[config.mk]
export PLATFORM = sky130hd
export DESIGN_NAME = oflow_score_calc
export DESIGN_NICKNAME = d
export VERILOG_FILES = /design/src/hw/oflow_core_pkg.sv /design/src/hw/oflow_score_pkg.sv /design/src/hw/oflow_similarity_metric.sv /design/src/hw/oflow_score_calc_calc_min_fsm.sv /design/src/hw/oflow_score_calc_calc_min.sv /design/src/hw/oflow_score_calc.sv
export SDC_FILE = /design/constraint.sdc
export NUM_CORES = 1
export LEC_CHECK = 0
export ABC_AREA = 1
export CAP_MARGIN = 5
export CORE_MARGIN = 8
export CORE_UTILIZATION = 55
export CTS_BUF_LIST = sky130_fd_sc_hd__clkbuf_4
export DETAILED_ROUTE_END_ITERATION = 12
export DONT_BUFFER_PORTS = 1
export PLACE_DENSITY_LB_ADDON = 0.25
export SLEW_MARGIN = 20
export SYNTH_ARGS = -nofsm -noshare
export SYNTH_HDL_FRONTEND = slang
export SYNTH_HIERARCHICAL = 1
export SYNTH_SLANG_ARGS = --single-unit
[constraint.sdc]
create_clock -name clk -period 4.59 [get_ports clk]
set_clock_uncertainty 0.15 [all_clocks]
set_input_delay 0.2295 -clock clk [delete_from_list [all_inputs] [get_ports clk]]
set_output_delay 0.2295 -clock clk [all_outputs]
set_load 0.03 [all_outputs]
[src/hw/oflow_core_pkg.sv]
// ----------------------------------------------------------------------
// Pixel bus geometry of the optical-flow score stage.
// Shared by the SAD datapath and the testbench. Modules reference the
// constants by scoped name.
// ----------------------------------------------------------------------

`default_nettype none

package oflow_core_pkg;

	// one pixel of the current or the reference block.
	localparam int PIX_W = 8; // unsigned luma sample.

	// pixels packed into one bus word, lane 0 in the low bits.
	localparam int LANES = 4; // lanes processed in parallel.

	// full bus word carrying LANES pixels.
	localparam int WORD_W = PIX_W * LANES; // 32 bits.

endpackage

`default_nettype wire

[src/hw/oflow_score_pkg.sv]
// ----------------------------------------------------------------------
// Score and candidate index widths of the optical-flow score stage.
// Used by the minimum search and by the top level ports.
// ----------------------------------------------------------------------

`default_nettype none

package oflow_score_pkg;

	// SAD score width.
	// a 64 word block of four lanes sums to at most 64*4*255 = 65280.
	localparam int SCORE_W = 16; // fits blocks of up to 64 words.

	// candidate index width.
	// candidates per search stay below 256.
	localparam int INDEX_W = 8; // index of the winning candidate.

endpackage

`default_nettype wire

[src/hw/oflow_similarity_metric.sv]
// ----------------------------------------------------------------------
// Sum of absolute differences over one candidate block.
// Words of cur_pix / ref_pix arrive on pix_valid; pix_last closes the
// candidate. Score and done strobe appear one cycle after the last word.
// ----------------------------------------------------------------------

`timescale 1ns/1ps
`default_nettype none

module oflow_similarity_metric (
	input  logic                                clk,
	input  logic                                reset_N,
	input  logic                                search_start, // clears the accumulator.
	input  logic                                pix_valid,    // one word pair this cycle.
	input  logic                                pix_last,     // final word of the candidate.
	input  logic [oflow_core_pkg::WORD_W-1:0]   cur_pix,
	input  logic [oflow_core_pkg::WORD_W-1:0]   ref_pix,
	output logic                                done_similarity_metric,
	output logic [oflow_score_pkg::SCORE_W-1:0] cand_score
);

	// four 8 bit differences need two extra bits.
	localparam int SUM_W = oflow_core_pkg::PIX_W + $clog2(oflow_core_pkg::LANES);

	logic [SUM_W-1:0]                    word_sad; // SAD of the current word.
	logic [oflow_score_pkg::SCORE_W-1:0] acc;      // running sum of the candidate.
	logic [oflow_score_pkg::SCORE_W-1:0] acc_next; // sum including this word.

	// absolute difference of two unsigned pixels.
	function automatic logic [oflow_core_pkg::PIX_W-1:0] abs_diff(
		input logic [oflow_core_pkg::PIX_W-1:0] a,
		input logic [oflow_core_pkg::PIX_W-1:0] b
	);
		if (a > b) begin
			return a - b;
		end
		return b - a;
	endfunction

	// lane by lane difference, summed into one word score.
	always_comb begin
		word_sad = '0;
		for (int l = 0; l < oflow_core_pkg::LANES; l++) begin
			word_sad = word_sad + SUM_W'(abs_diff(
				cur_pix[l*oflow_core_pkg::PIX_W +: oflow_core_pkg::PIX_W],
				ref_pix[l*oflow_core_pkg::PIX_W +: oflow_core_pkg::PIX_W]));
		end
	end

	assign acc_next = acc + oflow_score_pkg::SCORE_W'(word_sad); // no wrap within 64 words.

	// accumulator and done strobe.
	always_ff @(posedge clk or negedge reset_N) begin
		if (!reset_N) begin
			acc                    <= '0;
			done_similarity_metric <= 1'b0;
		end else begin
			done_similarity_metric <= 1'b0; // strobe by default.
			if (search_start) begin
				acc <= '0; // fresh search.
			end else if (pix_valid) begin
				if (pix_last) begin
					acc                    <= '0;   // next candidate starts clean.
					done_similarity_metric <= 1'b1; // score ready next cycle.
				end else begin
					acc <= acc_next;
				end
			end
		end
	end

	// score register, loaded with the closing sum.
	always_ff @(posedge clk) begin
		if (pix_valid && pix_last && !search_start) begin
			cand_score <= acc_next; // valid with the done strobe.
		end
	end

	// the word strobe must be known once out of reset.
	a_pix_valid_known: assert property (
		@(posedge clk) disable iff (!reset_N)
		!$isunknown(pix_valid)
	) else $error("pix_valid is X after reset");

endmodule

`default_nettype wire

[src/hw/oflow_score_calc_calc_min_fsm.sv]
// ----------------------------------------------------------------------
// Pairing controller of the score stage.
// Waits for the first score of a pair and fires start_calc_min when
// the second one arrives; done_calc_min returns it to idle.
// ----------------------------------------------------------------------

`timescale 1ns/1ps
`default_nettype none

module oflow_score_calc_calc_min_fsm (
	input  logic clk,
	input  logic reset_N,
	input  logic done_calc_min,          // end of search from the minimum block.
	input  logic done_similarity_metric, // one candidate score ready.
	output logic start_calc_min          // second score of a pair present.
);

	typedef enum logic {idle_st, calc_min_st} state_t;

	state_t current_state;
	state_t next_state;

	// state register.
	always_ff @(posedge clk or negedge reset_N) begin
		if (!reset_N) begin
			current_state <= idle_st;
		end else begin
			current_state <= next_state;
		end
	end

	// next state and start pulse.
	always_comb begin
		next_state     = current_state;
		start_calc_min = 1'b0;
		case (current_state)
			idle_st: begin
				if (done_similarity_metric) begin
					next_state = calc_min_st; // first score of the pair held.
				end
			end
			calc_min_st: begin
				if (done_similarity_metric) begin
					start_calc_min = 1'b1; // same cycle as the second score.
					next_state     = idle_st;
				end
			end
			default: next_state = idle_st;
		endcase
		if (done_calc_min) begin
			next_state = idle_st; // search over, drop any pairing.
		end
	end

	// the result follows a completed pair, so pairing is idle by then.
	a_done_in_idle: assert property (
		@(posedge clk) disable iff (!reset_N)
		done_calc_min |-> (current_state == idle_st)
	) else $error("done_calc_min while a pair is open");

endmodule

`default_nettype wire

[src/hw/oflow_score_calc_calc_min.sv]
// ----------------------------------------------------------------------
// Running minimum over candidate scores, two at a time.
// Holds the first score of each pair; on start_calc_min compares it and
// the incoming score against the best so far. After the last pair the
// result is loaded and done_calc_min pulses for one cycle.
// ----------------------------------------------------------------------

`timescale 1ns/1ps
`default_nettype none

module oflow_score_calc_calc_min #(
	parameter int NUM_CAND = 8 // even, 2 to 254.
) (
	input  logic                                clk,
	input  logic                                reset_N,
	input  logic                                search_start,
	input  logic                                done_similarity_metric,
	input  logic                                start_calc_min,
	input  logic [oflow_score_pkg::SCORE_W-1:0] cand_score,
	output logic                                done_calc_min,
	output logic [oflow_score_pkg::SCORE_W-1:0] best_score,
	output logic [oflow_score_pkg::INDEX_W-1:0] best_index
);

	localparam int PAIR_W = oflow_score_pkg::INDEX_W - 1; // index without its low bit.
	localparam logic [PAIR_W-1:0] LAST_PAIR = PAIR_W'(NUM_CAND / 2 - 1);

	logic [oflow_score_pkg::SCORE_W-1:0] held_score; // first score of the pair.
	logic [PAIR_W-1:0]                   pair_cnt;   // pairs finished this search.
	logic [oflow_score_pkg::SCORE_W-1:0] run_score;  // best so far.
	logic [oflow_score_pkg::INDEX_W-1:0] run_index;
	logic [oflow_score_pkg::SCORE_W-1:0] pick_score; // best after this pair.
	logic [oflow_score_pkg::INDEX_W-1:0] pick_index;
	logic                                last_pair;

	assign last_pair = (pair_cnt == LAST_PAIR);

	// older candidates are checked first so ties keep the lower index.
	always_comb begin
		pick_score = run_score;
		pick_index = run_index;
		if (held_score < pick_score) begin
			pick_score = held_score;
			pick_index = {pair_cnt, 1'b0}; // even candidate.
		end
		if (cand_score < pick_score) begin
			pick_score = cand_score;
			pick_index = {pair_cnt, 1'b1}; // odd candidate.
		end
	end

	// each score is held; only the one opening a pair is read later.
	always_ff @(posedge clk) begin
		if (done_similarity_metric) begin
			held_score <= cand_score;
		end
	end

	// running best and pair count.
	always_ff @(posedge clk or negedge reset_N) begin
		if (!reset_N) begin
			pair_cnt      <= '0;
			run_score     <= '1;
			run_index     <= '0;
			done_calc_min <= 1'b0;
		end else begin
			done_calc_min <= 1'b0;
			if (search_start) begin
				pair_cnt  <= '0;
				run_score <= '1; // anything real beats the maximum.
				run_index <= '0;
			end else if (start_calc_min) begin
				pair_cnt      <= pair_cnt + 1'b1;
				run_score     <= pick_score;
				run_index     <= pick_index;
				done_calc_min <= last_pair; // result with the update.
			end
		end
	end

	// result registers, stable until the next search completes.
	always_ff @(posedge clk or negedge reset_N) begin
		if (!reset_N) begin
			best_score <= '0;
			best_index <= '0;
		end else if (start_calc_min && last_pair && !search_start) begin
			best_score <= pick_score;
			best_index <= pick_index;
		end
	end

	// a pair can only close on a fresh score from the metric.
	a_start_with_score: assert property (
		@(posedge clk) disable iff (!reset_N)
		start_calc_min |-> done_similarity_metric
	) else $error("start_calc_min without a score strobe");

endmodule

`default_nettype wire

[src/hw/oflow_score_calc.sv]
// ----------------------------------------------------------------------
// Score stage top level of the optical-flow block matcher.
// Streams word pairs through the SAD metric, pairs the scores and keeps
// the minimum. best_valid strobes two cycles after the last word of the
// last candidate, with best_score / best_index held afterwards.
// ----------------------------------------------------------------------

`timescale 1ns/1ps
`default_nettype none

module oflow_score_calc #(
	parameter int NUM_CAND = 8 // candidates per search, even.
) (
	input  logic                                clk,
	input  logic                                reset_N,
	input  logic                                search_start,
	input  logic                                pix_valid,
	input  logic                                pix_last,
	input  logic [oflow_core_pkg::WORD_W-1:0]   cur_pix,
	input  logic [oflow_core_pkg::WORD_W-1:0]   ref_pix,
	output logic                                best_valid,
	output logic [oflow_score_pkg::SCORE_W-1:0] best_score,
	output logic [oflow_score_pkg::INDEX_W-1:0] best_index
);

	logic                                done_similarity_metric; // score strobe.
	logic [oflow_score_pkg::SCORE_W-1:0] cand_score;
	logic                                start_calc_min;         // second of a pair.
	logic                                done_calc_min;          // search result ready.

	oflow_similarity_metric u_similarity_metric (
		.clk                    (clk),
		.reset_N                (reset_N),
		.search_start           (search_start),
		.pix_valid              (pix_valid),
		.pix_last               (pix_last),
		.cur_pix                (cur_pix),
		.ref_pix                (ref_pix),
		.done_similarity_metric (done_similarity_metric),
		.cand_score             (cand_score)
	);

	oflow_score_calc_calc_min_fsm u_calc_min_fsm (
		.clk                    (clk),
		.reset_N                (reset_N),
		.done_calc_min          (done_calc_min),
		.done_similarity_metric (done_similarity_metric),
		.start_calc_min         (start_calc_min)
	);

	oflow_score_calc_calc_min #(
		.NUM_CAND (NUM_CAND)
	) u_calc_min (
		.clk                    (clk),
		.reset_N                (reset_N),
		.search_start           (search_start),
		.done_similarity_metric (done_similarity_metric),
		.start_calc_min         (start_calc_min),
		.cand_score             (cand_score),
		.done_calc_min          (done_calc_min),
		.best_score             (best_score),
		.best_index             (best_index)
	);

	assign best_valid = done_calc_min; // result strobe.

endmodule

`default_nettype wire

==> results of run 1 <==
-- cells by family (layout without fill, tap and decap cells) --
group / count (synthesis) / count (layout) / synth area share [%]
DFF: 106 / 106 / 28.8
adders and majority gates: 138 / 138 / 19.9
other: 0 / 1 / 0
xor gates and xnor gates: 38 / 38 / 3.39
AOI/OAI and AO/OA: 147 / 147 / 8.46
buffers and inverters: 261 / 299 / 10.6
and+or+nand+nor: 664 / 664 / 28.8
-- sequential cells by signal (all words and copies together), names as in the netlist --
register                                    flops
u_similarity_metric/cand_score                 16
u_similarity_metric/done_similarity_metric      1
u_calc_min/done_calc_min                        1
u_calc_min/run_index                            8
u_calc_min/pair_cnt                             7
u_similarity_metric/acc                        16
u_calc_min/run_score                           16
u_calc_min_fsm/current_state                    1
u_calc_min/held_score                          16
u_calc_min/best_score                          16
u_calc_min/best_index                           8
-- worst max-delay path, cell delays in order --
cell and delay [ps]:
inv_1 30, ha_1 130, inv_1 60, fa_1 390, nand3_1 100, nand2_1 70, nand2_1 60, nand2_1 60
nand2_2 130, inv_2 90, nand2_1 60, nand2_1 70, fa_1 510, inv_1 60, fa_1 510, fa_1 490
inv_1 70, ha_1 160, inv_1 60, fa_1 380, inv_1 100, nand3_1 70, nand3_1 120, nand3_1 110
nand3_1 80, nand2_1 60, and2_1 130
-- cell usage after synthesis, drive strengths merged (17+ instances only) --
master / count / area share [%]
a21oi: 71 / 3.7
buf: 17 / 1.2
ha: 107 / 14
dfrtp: 58 / 15
nand2: 456 / 18
nand3: 93 / 4.7
fa: 31 / 6.3
nor2: 60 / 2.3
edfxtp: 32 / 9.8
o21ai: 52 / 2.7
inv: 227 / 8.7
xor2: 29 / 2.6
nand3b: 19 / 1.5
-- cells in the final DEF (no fill, tap or decap), drive strengths merged --
cell           n
a2111oi        1
a211oi         1
a21boi         1
a21o           2
a21oi         71
a22o           3
a31oi          2
and2           7
buf           48
bufinv         1
clkbuf         9
clkinv         2
clkinvlp       2
dfrtp         58
dfstp         16
diode          1
dlygate4sd3    7
edfxtp        32
fa            31
ha           107
inv          230
nand2        456
nand3         93
nand3b        19
nand4         14
nor2          60
nor3           7
nor4           2
o21a          12
o21ai         52
o21bai         2
or2            6
xnor2          9
xor2          29
-- cell type report --
cell class                 instances  area [sq um]  share of cell area (%)
multi-input combinational        987          5970                    56.6
tap                              229           287                    2.72
sequential                       106          2830                    26.9
antenna                            1          2.50                  0.0237
clock buffer                       9          67.6                   0.641
timing repair buffer              55           450                    4.27
inverter                         228           858                    8.14
clock inverter                     7          75.1                   0.712
-- power by group --
group	total [mW]	internal (mW)	leakage, nW	switching, mW
Clock	0.491	0.170	0.0710	0.321
Combinational	3.66	1.60	4.48	2.06
Sequential	1.30	1.23	1.27	0.0711
-- metrics by stage --
stage	utilization [%]	setup WS (ps)	power, mW	std cells	setup TNS [ps]
global route	59.3	40.1	6.03	1622	0
global placement	57.9	-64.6	4.85	1597	-258
detailed placement	57.9	-190	4.94	1597	-1420
CTS	59.2	329	5.47	1620	0
finish	59.3	316	5.45	1622	0
floorplan	-	11.4	3.81	1354	0
-- worst max path at each step --
stage / start / endpoint / slack [ps] / cells after the start
5_1_grt: cur_pix[0] / u_similarity_metric/cand_score[13]$_DFFE_PP_ / 40 / 27
3_3_place_gp: cur_pix[0] / u_similarity_metric/cand_score[14]$_DFFE_PP_ / -60 / 25
3_5_place_dp: cur_pix[0] / u_similarity_metric/cand_score[13]$_DFFE_PP_ / -190 / 27
6_report: cur_pix[0] / u_similarity_metric/cand_score[13]$_DFFE_PP_ / 320 / 27
2_1_floorplan: cur_pix[0] / u_similarity_metric/cand_score[13]$_DFFE_PP_ / 10 / 27
4_1_cts: cur_pix[0] / u_similarity_metric/cand_score[13]$_DFFE_PP_ / 330 / 27
-- routing by layer --
metal  GRT usage, %  vias to the layer above  wire (microns)
met3           2.39                       25             944
met2           36.4                      155           11200
met5              0                        -               0
met4           6.20                        0             382
li1               -                     4320               -
met1           25.5                     3814           10100
==> impl_metrics.toml, run 1 <==
[layout]
area_delta_synth_final_pct = 7.23
post_route_cells_drive_above_1_share_pct = 8.05
final_net_count = 1594
fillers = 1675
final_area_sq_um = 10500

[grt]
first_global_vias = 8339
wire_length_of_the_first_global_routing_pass_mm = 38.1
grt_max_degree = 75
antenna_found_initial = 1
grt_use_total_pct = 20.5
total_congestion_overflow_after_global_routing = 0

[logic_synthesis]
syn-cell-area_sq_um = 9830
post_synth_num_cell_types = 44
syn_area_per_cell_sq_um = 7.26
ys_dominant_reg_cell = "dfrtp_1"
synth_nets = 1561
ys_seq_area_share_pct = 28.8
synth_seq_cells = 106
mapped_cells = 1354
yosys_warnings = 6
synth-async-reset-ratio_pct = 69.8
synth_edf_count = 32

[placed_design]
placement.io_buffers = 0
post_dp_cell_area_sq_um = 10300
routabilityCongestion = 0.891
place_hpwl_mm = 17.7

[detailed_routing]
drtIter0Drc = 373
wirelength_mm = 22.6
final_antenna_net_count = 0
route.vias.total = 8314
via_per_inst = 5.13
detailedRoute.firstPassIterationCount = 4
drc = 0
drt-wirelength-per-cell_microns = 13.9

[sta]
setup_violations = 0
tmin_final_ps = 4270
slew_headroom_pct = 31.4
rsz0062_at_grt = "false"
timing_max_transition_violations_final = 0
post_route_worst_hold_slack_ps = 131
maximum_clock_frequency_mhz = 234
timing_hold_violations_final = 0
finalCritPeriodShare_pct = 93.1
max_slew.worst_pin.slew_ps = 1030

[pwr]
power.ir.vdd_worst_mv = 0.519
p_per_area_nw_per_um2 = 517
leakagePower_nw = 5.82

[floorplanning]
floorplan.rows = 49
die_footprint_sq_um = 22400
top_level_ports = 94
start_util_pct = 55.3
fp.dieW_microns = 150
core_area_sq_um = 17800
fp.dieH_microns = 150

[cts]
clk_path_buf_depth = 2
numCtsBuffers = 9
htree_levels = 3
worst_skew_pair.late_latency_ps = 480
clock_root_buffer = "clkbuf_4"
clkSinkCount = 106
tritoncts = "built"
cts_resized = 0
postCtsSetupRepairBufs = 0
cts.clk_slew.worst_paths_ps = 170
cts_hold_repair.buffers = 7

[hold_path]
hp-class = "in -> async"

[critical_path]
cp_data_arrival_time_ps = 4380
timing.setup.critical_path_class = "in -> reg"
worst_r2r_path_depth = 18
crit_required_ps = 4700
cp_max_fo = 8
cp-end-kind = "flip-flop"
timing.rr.end = "u_calc_min/best_index[1]$_DFFE_PN0P_"
worst-r2r-setup-slack_ps = 430
crit_path_start_kind = "input port"
worstReg2RegStart = "u_calc_min/run_score[13]$_DFFE_PN1P_"

[status]
run_status = "completed"

[flow_run]
max_cap_viol_count = 0
(Power assumes the default switching activity.)
==> run 2, diff against run 1 <==
clock period = 3.8 ns   (was 4.59 ns; I/O delays follow)
==> run 2 against run 1 <==
  * The run now ends with setup timing left
  * Clock-buffer cell count is the same
  * Critical path depth is 1 higher
  * First-iteration DRC count is 1.1% lower
  * Highest routed layer unchanged
  * Sequential power rose by 22%
  * Critical path type unchanged
  * Global-route usage is 0.57 points higher
  * Cell area grew 14%
  * Flip-flop and latch count did not move
  * Total power rose by 63%
  * Largest power group unchanged
  * Non-clock buffer count up 74
  * Setup slack got worse by 460 ps
  * Largest cell class unchanged
==> impl_metrics.toml, run 2 (same netlist as run 1, synthesis figures left out) <==
[floorplanning]
die_footprint_sq_um = 22400
top_level_ports = 94
fp.dieH_microns = 150
floorplan.rows = 49
core_area_sq_um = 17800
fp.dieW_microns = 150
start_util_pct = 55.3

[layout]
post_route_cells_drive_above_1_share_pct = 23.2
final_net_count = 1672
most_common_cell_after_layout_fill_and_taps_aside = "nand2_1"
multi_input_comb_area_sq_um = 6760
sequential_cell_area_sq_um = 2830
fillers = 1478
area_delta_synth_final_pct = 22.1
layout_common_cells = "nand2_1, inv_1, buf_4, ha_1, nand3_1"

[sta]
tmin_final_ps = 3950
slew_headroom_pct = 27.1
setup_violations = 14
timing_hold_violations_final = 0
max_slew.worst_pin.slew_ps = 1090
post_route_worst_hold_slack_ps = 79.7
timing_max_transition_violations_final = 0
maximum_clock_frequency_mhz = 253
finalCritPeriodShare_pct = 104
rsz0062_at_grt = "true"
worst_slack_setup_final_ps = -145

[pwr]
leakagePower_nw = 6.30
power.ir.vdd_worst_mv = 0.844
p_per_area_nw_per_um2 = 742

[critical_path]
cp_data_arrival_time_ps = 4050
timing.critical_path.slowest_stage_cell = "fa_1"
crit_path_start_kind = "input port"
crit_path_max_incr_delay_ps = 560
cp-end-kind = "flip-flop"
timing.setup.critical_path_class = "in -> reg"
cpMostUsedCell = "nand2_2"
worst-r2r-setup-slack_ps = 100
crit_required_ps = 3910
cp_max_fo = 4

[detailed_routing]
detailedRoute.firstPassIterationCount = 5
drt-wirelength-per-cell_microns = 14.3
wirelength_mm = 24.4
final_antenna_net_count = 0
drc = 0
route.vias.total = 8831
via_per_inst = 5.19
drtIter0Drc = 369

[grt]
grt_util_met3_pct = 3.11
global_route.usage.met1_pct = 25.5
wire_length_of_the_first_global_routing_pass_mm = 39.1
grt_use_total_pct = 21.1
antenna_found_initial = 1
first_global_vias = 8677
grt-busiest-layer = "met2"
total_congestion_overflow_after_global_routing = 0
global_route.usage.met2_pct = 38.4
grt_max_degree = 75

[status]
run_status = "complete, but fails checks"
violations_in_the_final_reports = "setup timing"

[cts]
htree_levels = 3
clk_path_buf_depth = 2
clock_root_buffer = "clkbuf_4"
cts.clk_slew.worst_paths_ps = 180
tritoncts = "built"
clkSinkCount = 106
numCtsBuffers = 9
worst_skew_pair.late_latency_ps = 470

[placed_design]
place_hpwl_mm = 18.4
detailedPlace.worstSlack_ps = -768
placement.io_buffers = 0
routabilityCongestion = 0.875

[flow_run]
max_cap_viol_count = 0

[hold_path]
hp-class = "in -> async"
-- run 2: changes by cell type in the layout (fill, tap and decap cells not counted), moves of 9 or more --
cell and delta:
buf_4 +59, buf_6 +15, ha_1 -23, ha_4 +23
inv_1 -28, inv_2 +23, nand2_1 -46, nand2_2 +35
nand2_4 +11, nand3_1 -11, nor2_1 -9, o21ai_0 -18
o21ai_1 +13
-- run 2: final timing paths --
kind | start | end | cells past startpoint
worst max register to register | u_calc_min/run_score[5]$_DFFE_PN1P_ | u_calc_min/run_score[12]$_DFFE_PN1P_ | 20
worst max-delay path | cur_pix[0] | u_similarity_metric/cand_score[15]$_DFFE_PP_ | 28
min in group clk | ref_pix[24] | u_similarity_metric/cand_score[0]$_DFFE_PP_ | 3
max in group asynchronous | reset_N | u_calc_min/run_score[1]$_DFFE_PN1P_ | 2
worst min-delay path | reset_N | u_calc_min/run_index[4]$_DFFE_PN0P_ | 2
worst min register to register | u_calc_min/run_index[0]$_DFFE_PN0P_ | u_calc_min/run_index[0]$_DFFE_PN0P_ | 2
-- run 2: area by class of cell --
type | count | area share [%]
Antenna cell | 1 | 0.0209
Clock buffer | 9 | 0.563
Clock inverter | 7 | 0.428
Inverter | 228 | 7.52
Multi-Input combinational cell | 991 | 56.4
Sequential cell | 106 | 23.6
Tap cell | 229 | 2.39
Timing Repair Buffer | 129 | 9.10
-- run 2: repair_timing --
| action | CTS | global route |
|---|---|---|
| endpoints found under the setup margin | 70 | 74 |
| gates cloned | 0 | 4 |
| hold endpoints to repair | 161 | 0 |
| pin swaps | 23 | 68 |
| resized for setup | 32 | 137 |
| buffers inserted | 7 | 20 |
| hold buffers | 5 | 0 |
-- run 2: layer usage --
metal	routed length [microns]	share of wire, %
met1	10200	42
met2	12400	51
met3	1250	5.1
met4	499	2.0
met5	0	0
-- run 2: report_power, final --
part | internal [mW] | switching, mW | leakage (nW)
clock | 0.139 | 0.390 | 0.0636
sequential | 1.49 | 0.0889 | 1.27
combinational | 3.18 | 3.63 | 4.97
total | 4.80 | 4.11 | 6.30
-- run 2: through the flow --
step	setup TNS, ps	instances	utilization (%)	power (mW)	area (sq um)
floorplan	-8100	1354	-	5.14	10000
global placement	-14030	1647	61.3	6.55	10900
detailed placement	-18390	1647	61.3	6.72	10900
CTS	-574	1675	63.4	7.62	11300
global route	-5210	1700	67.5	9.69	12000
finish	-1010	1700	67.5	8.91	12000
-- run 2: critical path: cells and delay by family --
family,cells,cell delay [ps]
simple gates,15,1190
fa+ha+maj,6,2290
buf+inv,7,380
